$ cat config.mk
export PLATFORM = sky130hd
export DESIGN_NAME = uart_top
export DESIGN_NICKNAME = d
export VERILOG_FILES = /design/src/rtl/uart_pkg.sv /design/src/rtl/baud_timer.sv /design/src/rtl/bit_shifter.sv /design/src/rtl/uart_rx_ctrl.sv /design/src/rtl/uart_top.sv /design/src/rtl/uart_tx_ctrl.sv
export SDC_FILE = /design/constraint.sdc
export NUM_CORES = 1
export LEC_CHECK = 0
export CORE_MARGIN = 8
export CORE_UTILIZATION = 66
export CTS_CLUSTER_SIZE = 24
export DETAILED_ROUTE_END_ITERATION = 7
export DONT_BUFFER_PORTS = 1
export PLACE_DENSITY_LB_ADDON = 0.05
export SKIP_CTS_REPAIR_TIMING = 1
export SYNTH_ARGS = -nofsm -noshare
export SYNTH_HDL_FRONTEND = slang
export SYNTH_SLANG_ARGS = --single-unit
$ cat constraint.sdc
create_clock -name clk -period 6.2 [get_ports clk]
set_clock_uncertainty 0.15 [all_clocks]
set_input_delay 1.24 -clock clk [delete_from_list [all_inputs] [get_ports clk]]
set_output_delay 1.24 -clock clk [all_outputs]
set_load 0.005 [all_outputs]
$ cat src/rtl/uart_pkg.sv
`default_nettype none

// shared types and frame constants for the byte uart
package uart_pkg;

  // one data byte as the only payload width in the design
  typedef logic [7:0] byte_t;

  // word handed to the user on the receive handshake
  // data in the upper byte and flags in the two low bits
  typedef struct packed {
    byte_t data;
    // stop bit was sampled low
    logic  frame_err;
    // one or more frames dropped since the previous word
    logic  overrun;
  } rx_word_t;

  // data bits per frame, sent lsb first
  localparam int DATA_BITS = 8;

  // line level of the start bit
  localparam logic start_bit = 1'b0;

  // line level of the stop bit
  localparam logic stop_bit = 1'b1;

  // level of an idle line and reset value of line flops
  localparam logic line_idle = 1'b1;

endpackage

`default_nettype wire

$ cat src/rtl/baud_timer.sv
`timescale 1ns/100ps
`default_nettype none

// bit timing from the system clock
// mid_o marks the sampling point, end_o the bit boundary
module baud_timer #(
  parameter int clks_per_bit = 8
) (
  input  wire  clk,
  input  wire  reset,
  input  logic restart_i,
  output logic mid_o,
  output logic end_o
);

  // counter wide enough for clks_per_bit - 1
  localparam int cnt_w = $clog2(clks_per_bit);
  // count value at which the half point is reached
  // strobe lands clks_per_bit/2 clocks after a restart
  localparam int mid_val = clks_per_bit - clks_per_bit / 2;

  logic [cnt_w-1:0] cnt;

  // end of bit when the down counter runs out
  assign end_o = (cnt == '0);
  // half point of the current bit
  assign mid_o = (cnt == cnt_w'(mid_val));

  always_ff @(posedge clk or posedge reset) begin
    if (reset) begin
      cnt <= cnt_w'(clks_per_bit - 1);
    end else if (restart_i || end_o) begin
      // restart realigns the bit grid to the current edge
      cnt <= cnt_w'(clks_per_bit - 1);
    end else begin
      cnt <= cnt - 1'b1;
    end
  end

endmodule

`default_nettype wire

$ cat src/rtl/bit_shifter.sv
`timescale 1ns/100ps
`default_nettype none

// lsb first byte shift register
// used as deserializer on rx and serializer on tx
module bit_shifter (
  input  wire             clk,
  input  wire             reset,
  input  logic            load_i,
  input  uart_pkg::byte_t load_data_i,
  input  logic            shift_i,
  input  logic            ser_i,
  output logic            ser_o,
  output uart_pkg::byte_t par_o
);

  uart_pkg::byte_t sreg;

  // serial out is the bit that goes on the line next
  assign ser_o = sreg[0];
  assign par_o = sreg;

  always_ff @(posedge clk or posedge reset) begin
    if (reset) begin
      sreg <= '0;
    end else if (load_i) begin
      // parallel load has priority over shift
      sreg <= load_data_i;
    end else if (shift_i) begin
      // new bit enters at the msb
      // after eight shifts the first bit sits in bit 0
      sreg <= {ser_i, sreg[7:1]};
    end
  end

endmodule

`default_nettype wire

$ cat src/rtl/uart_rx_ctrl.sv
`timescale 1ns/100ps
`default_nettype none

// receive side fsm and the output handshake
module uart_rx_ctrl (
  input  wire                clk,
  input  wire                reset,
  input  logic               rx_i,
  input  logic               mid_i,
  output logic               restart_o,
  output logic               shift_o,
  output logic               bit_o,
  input  uart_pkg::byte_t    par_i,
  output logic               req_o,
  output uart_pkg::rx_word_t word_o,
  input  logic               ack_i
);

  localparam int cnt_w = $clog2(uart_pkg::DATA_BITS);

  typedef enum logic [1:0] {st_idle, st_start, st_data, st_stop} state_t;

  state_t           state;
  logic [cnt_w-1:0] bit_cnt;
  // two flop synchronizer plus one more for edge detect
  logic             rx_meta;
  logic             rx_sync;
  logic             rx_prev;
  // frames lost while the handshake was busy
  logic             overrun_pend;
  logic             start_edge;
  logic             frame_done;
  logic             hs_free;

  // falling edge on an idle line starts a frame
  assign start_edge = (state == st_idle) && (rx_prev == uart_pkg::stop_bit) &&
                      (rx_sync == uart_pkg::start_bit);
  assign restart_o  = start_edge;
  // one shift per data bit, at its middle
  assign shift_o    = (state == st_data) && mid_i;
  assign bit_o      = rx_sync;
  // stop bit middle ends the frame
  assign frame_done = (state == st_stop) && mid_i;
  // previous transfer fully closed
  assign hs_free    = !req_o && !ack_i;

  always_ff @(posedge clk or posedge reset) begin
    if (reset) begin
      rx_meta <= uart_pkg::line_idle;
      rx_sync <= uart_pkg::line_idle;
      rx_prev <= uart_pkg::line_idle;
    end else begin
      rx_meta <= rx_i;
      rx_sync <= rx_meta;
      rx_prev <= rx_sync;
    end
  end

  always_ff @(posedge clk or posedge reset) begin
    if (reset) begin
      state   <= st_idle;
      bit_cnt <= '0;
    end else begin
      case (state)
        st_idle: if (start_edge) state <= st_start;
        // line back high at mid start bit means a glitch
        st_start: if (mid_i) begin
          bit_cnt <= '0;
          state   <= (rx_sync == uart_pkg::start_bit) ? st_data : st_idle;
        end
        st_data: if (mid_i) begin
          if (bit_cnt == cnt_w'(uart_pkg::DATA_BITS - 1)) state <= st_stop;
          bit_cnt <= bit_cnt + 1'b1;
        end
        st_stop: if (mid_i) state <= st_idle;
        default: state <= st_idle;
      endcase
    end
  end

  // handshake register pair runs apart from the fsm
  always_ff @(posedge clk or posedge reset) begin
    if (reset) begin
      req_o        <= 1'b0;
      word_o       <= '0;
      overrun_pend <= 1'b0;
    end else if (frame_done && hs_free) begin
      word_o.data      <= par_i;
      word_o.frame_err <= (rx_sync != uart_pkg::stop_bit);
      word_o.overrun   <= overrun_pend;
      req_o            <= 1'b1;
      overrun_pend     <= 1'b0;
    end else begin
      // frame dropped while the sink is still busy
      if (frame_done) overrun_pend <= 1'b1;
      if (ack_i) req_o <= 1'b0;
    end
  end

endmodule

`default_nettype wire

$ cat src/rtl/uart_top.sv
`timescale 1ns/100ps
`default_nettype none

// 8n1 byte uart with req/ack user side in both directions
module uart_top #(
  parameter int clks_per_bit = 8
) (
  input  wire                clk,
  input  wire                reset,
  input  logic               rx_i,
  output logic               tx_o,
  output logic               rx_req_o,
  output uart_pkg::rx_word_t rx_word_o,
  input  logic               rx_ack_i,
  input  logic               tx_req_i,
  input  uart_pkg::byte_t    tx_data_i,
  output logic               tx_ack_o
);

  // receive path
  logic            rx_restart;
  logic            rx_mid;
  logic            rx_shift;
  logic            rx_bit;
  uart_pkg::byte_t rx_par;
  // transmit path
  logic            tx_restart;
  logic            tx_end;
  logic            tx_load;
  uart_pkg::byte_t tx_load_data;
  logic            tx_shift;
  logic            tx_ser;

  // rx samples on mid strobes only
  baud_timer #(.clks_per_bit(clks_per_bit)) rx_timer (
    .clk, .reset, .restart_i(rx_restart), .mid_o(rx_mid), .end_o()
  );

  // rx shifter never loads and only collects bits
  bit_shifter rx_shifter (
    .clk, .reset, .load_i(1'b0), .load_data_i('0), .shift_i(rx_shift),
    .ser_i(rx_bit), .ser_o(), .par_o(rx_par)
  );

  uart_rx_ctrl rx_ctrl (
    .clk, .reset, .rx_i, .mid_i(rx_mid), .restart_o(rx_restart),
    .shift_o(rx_shift), .bit_o(rx_bit), .par_i(rx_par),
    .req_o(rx_req_o), .word_o(rx_word_o), .ack_i(rx_ack_i)
  );

  // tx steps on end-of-bit strobes only
  baud_timer #(.clks_per_bit(clks_per_bit)) tx_timer (
    .clk, .reset, .restart_i(tx_restart), .mid_o(), .end_o(tx_end)
  );

  // tx shifter fills with idle level behind the data
  bit_shifter tx_shifter (
    .clk, .reset, .load_i(tx_load), .load_data_i(tx_load_data), .shift_i(tx_shift),
    .ser_i(uart_pkg::line_idle), .ser_o(tx_ser), .par_o()
  );

  uart_tx_ctrl tx_ctrl (
    .clk, .reset, .req_i(tx_req_i), .data_i(tx_data_i), .ack_o(tx_ack_o),
    .end_i(tx_end), .restart_o(tx_restart), .load_o(tx_load),
    .load_data_o(tx_load_data), .shift_o(tx_shift), .ser_i(tx_ser), .tx_o
  );

endmodule

`default_nettype wire

$ cat src/rtl/uart_tx_ctrl.sv
`timescale 1ns/100ps
`default_nettype none

// transmit side fsm with input handshake and registered line driver
module uart_tx_ctrl (
  input  wire             clk,
  input  wire             reset,
  input  logic            req_i,
  input  uart_pkg::byte_t data_i,
  output logic            ack_o,
  input  logic            end_i,
  output logic            restart_o,
  output logic            load_o,
  output uart_pkg::byte_t load_data_o,
  output logic            shift_o,
  input  logic            ser_i,
  output logic            tx_o
);

  localparam int cnt_w = $clog2(uart_pkg::DATA_BITS);

  typedef enum logic [1:0] {st_idle, st_start, st_data, st_stop} state_t;

  state_t           state;
  logic [cnt_w-1:0] bit_cnt;
  logic             accept;
  logic             last_bit;

  // only when idle and the previous ack has dropped
  assign accept      = (state == st_idle) && req_i && !ack_o;
  assign last_bit    = (bit_cnt == cnt_w'(uart_pkg::DATA_BITS - 1));
  // start of frame realigns the timer and loads the byte
  assign restart_o   = accept;
  assign load_o      = accept;
  assign load_data_o = data_i;
  // advance the shifter once each bit is on the line
  assign shift_o     = end_i && ((state == st_start) || ((state == st_data) && !last_bit));

  always_ff @(posedge clk or posedge reset) begin
    if (reset) begin
      state   <= st_idle;
      bit_cnt <= '0;
      ack_o   <= 1'b0;
      tx_o    <= uart_pkg::line_idle;
    end else begin
      // ack held until the source drops req
      if (accept) ack_o <= 1'b1;
      else if (!req_i) ack_o <= 1'b0;
      case (state)
        // start bit goes out on the accepting edge
        st_idle: if (accept) begin
          state <= st_start;
          tx_o  <= uart_pkg::start_bit;
        end
        st_start: if (end_i) begin
          state   <= st_data;
          bit_cnt <= '0;
          tx_o    <= ser_i;
        end
        st_data: if (end_i) begin
          if (last_bit) begin
            state <= st_stop;
            tx_o  <= uart_pkg::stop_bit;
          end else begin
            bit_cnt <= bit_cnt + 1'b1;
            tx_o    <= ser_i;
          end
        end
        // line stays high through the stop bit into idle
        st_stop: if (end_i) state <= st_idle;
        default: state <= st_idle;
      endcase
    end
  end

endmodule

`default_nettype wire

==> metrics.cfg <==
[clock_tree]
insertion_delay_ps = 350
clock_sinks = 49
cts_tree = done
cts_buffer_depth = 2
root_buffer = clkbuf_4
htree_levels = 2
numCtsBuffers = 5
path_clk_slew_ps = 130

[finish]
antennaDiodeCount = 0
drive_above_1_share = 0.205
final_area_sq_um = 2330
final_net_count = 214
syn_to_final_growth_pct = 4.73
final_util = 0.708

[die]
coreArea_sq_um = 3280
die_x_um = 74.0
ios = 26
start_util = 0.676
die_y_um = 74.0
die-area_sq_um = 5480
rows = 21

[synth]
synth_nets = 209
synth-simple-area-share = 0.0738
synth-compound-area-share = 0.144
seq_area_frac_synth = 0.558
avgSynthCellArea_sq_um = 12.4
synth_adder_area_share = 0.0958
synth_top_area_share = 0.439
synthTopCellsByArea = dfrtp_1, dfstp_2, mux2_2, ha_1, a22o_1
synth_top_area_cell = dfrtp_1
synth.area.mux_share = 0.101
ys_seq_elements = 49
synthesis.area_sq_um = 2220
synth_xor_area_frac = 0
ys_warn_count = 0
synthDistinctLibCells = 31
syn_inst = 179
synth_top_family_by_area = compound AO/OA/AOI/OAI gates

[global_routing]
groute.usage.overall = 0.155
grt_pass1_wl_um = 6630
gr-total-overflow = 0
grt_pass1_vias = 1511
antenna_found_initial = 0
grt_max_degree = 50

[pwr]
p_leak_nw = 1.13
p_int_uw = 453
p_sw_frac = 0.294
p_sw_uw = 188
p_seq_frac = 0.596
power_frac_clock = 0.221
ir_drop_uv = 178
power_frac_comb = 0.183
power_density_nw_per_um2 = 276

[placement]
post_dp_cell_area_sq_um = 2270
dp_hpwl_um = 2740
port_buffers = 0
place.gp.congestion = 0.870

[timing]
tightestPinTransition_ps = 951
fin_setup_tns_ps = 0
hold_viol = 0
slew_headroom = 0.365
setup_viol = 0
final.min_clock_period_ps = 2460
min_period_over_period = 0.397
max_freq_ghz = 0.406
grt_setup_unrepaired = false
drv_slew = 0

[detailed_routing]
drc = 0
first_iter_violations = 42
finalWirelength_um = 3720
final_antenna_net_count = 0
wl_per_cell_um = 16.1
viasPerCell = 5.87
firstDrtPassIters = 4
vias = 1355

[worst_hold_path]
min-delay-path-class = reg2reg

[worst_setup_path]
cp-end-kind = flop
required_ps = 6350
critical_path_class = in2reg
path_max_fanout = 12
worstPathArrival_ps = 2610
critical_path.startpoint_type = input port

[flow_run]
drv_cap = 0

[run_status]
status = complete, no violations

## path summary, 6_finish.rpt
check,depth (start not counted),startpoint,slack [ps],to
min,0,rx_ctrl.rx_meta,210,rx_ctrl.bit_o
max in group asynchronous,1,reset,4500,tx_ctrl.ack_o
min reg2reg,0,rx_ctrl.rx_meta,210,rx_ctrl.bit_o
min in group asynchronous,1,reset,810,rx_ctrl.word_o[7]
max reg2reg,6,tx_ctrl.state[0],3800,tx_shifter.par_o[0]
max,4,tx_req_i,3740,tx_shifter.par_o[0]
## flip-flops by register name, indices dropped and copies added (netlist names), named ones only
signal / count
rx_ctrl.word_o: 10
rx_shifter.par_o: 8
tx_shifter.par_o: 8
rx_ctrl.bit_cnt: 3
rx_timer.cnt: 3
tx_ctrl.bit_cnt: 3
tx_timer.cnt: 3
tx_ctrl.state: 2
rx_ctrl.bit_o: 1
rx_ctrl.overrun_pend: 1
rx_ctrl.req_o: 1
rx_ctrl.rx_meta: 1
rx_ctrl.rx_prev: 1
rx_ctrl.state: 1
tx_ctrl.ack_o: 1
tx_ctrl.tx_o: 1
## power groups by stage
stage,combinational [mW],sequential [mW],clock [mW]
2_1_floorplan,0.0987,0.381,0
3_3_place_gp,0.113,0.386,0
3_5_place_dp,0.120,0.389,0
4_1_cts,0.120,0.382,0.150
5_1_grt,0.137,0.387,0.161
6_report,0.117,0.382,0.142
## placed cells by master (no fill, tap or decap), types with 2 or more instances in the layout
| master | n |
|---|---|
| a21oi_1 | 3 |
| a22o_1 | 10 |
| a2bb2oi_1 | 7 |
| and3_1 | 3 |
| clkbuf_4 | 5 |
| clkinvlp_4 | 2 |
| dfrtp_1 | 39 |
| dfstp_2 | 10 |
| ha_1 | 17 |
| inv_1 | 13 |
| mux2_2 | 19 |
| nand2_1 | 14 |
| nand2b_1 | 4 |
| nand3_1 | 2 |
| nor2_1 | 5 |
| nor2b_1 | 2 |
| o21a_1 | 2 |
| o21ai_0 | 7 |
| o22ai_1 | 7 |
## area by class of cell
| cell class | count | area, sq um |
|---|---|---|
| fill | 254 | 958 |
| clock buffer | 6 | 41.3 |
| inverter | 14 | 52.6 |
| tap | 46 | 57.6 |
| sequential | 49 | 1240 |
| multi-input combinational | 114 | 921 |
| clock inverter | 2 | 15.0 |
## cell families (layout without fill, tap and decap cells)
family / after synthesis / count (layout)
fa+ha+maj: 17 / 17
mux: 20 / 20
flops: 49 / 49
simple gates: 34 / 34
buf+inv: 16 / 22
compound gates: 43 / 43
## layer usage
metal  global-route usage  up-vias  routed length, um
met5                    0        -                  0
met4               0.0532        0                 55
met3               0.0647        6                262
met2                0.269       23               1850
met1                0.166      670               1550
li1                     -      656                  -
## worst max-delay path: stages
cell and delay [ps]:
nand3b_1 290, nor2b_1 290, a31oi_1 530, o2bb2a_1 250
## synthesized netlist by cell type
library cell,n
a222oi_1,1
a21oi_1,3
a32oi_1,1
nor3_1,1
mux2_2,19
inv_1,14
a22o_1,10
buf_2,1
o21a_1,2
a41o_1,1
or3_1,1
and3_1,3
mux2i_1,1
nor2b_1,2
a31oi_1,1
o21ai_0,7
o22ai_1,7
a2bb2oi_1,7
nand3b_1,1
nand2_1,14
ha_1,17
o22a_1,1
o2bb2a_1,1
clkbuf_1,1
dfrtp_1,39
dfstp_2,10
a31o_2,1
nand3_1,2
nor3b_1,1
nand2b_1,4
nor2_1,5
## stage by stage
step	hold slack [ps]	std cells	setup slack, ps	power, mW
4_1_cts	208	231	3780	0.652
3_3_place_gp	196	223	3480	0.499
3_5_place_dp	197	223	3390	0.509
2_1_floorplan	195	179	3650	0.479
5_1_grt	207	231	3570	0.685
6_report	213	231	3740	0.641
Power figures use the tool's default switching activity.
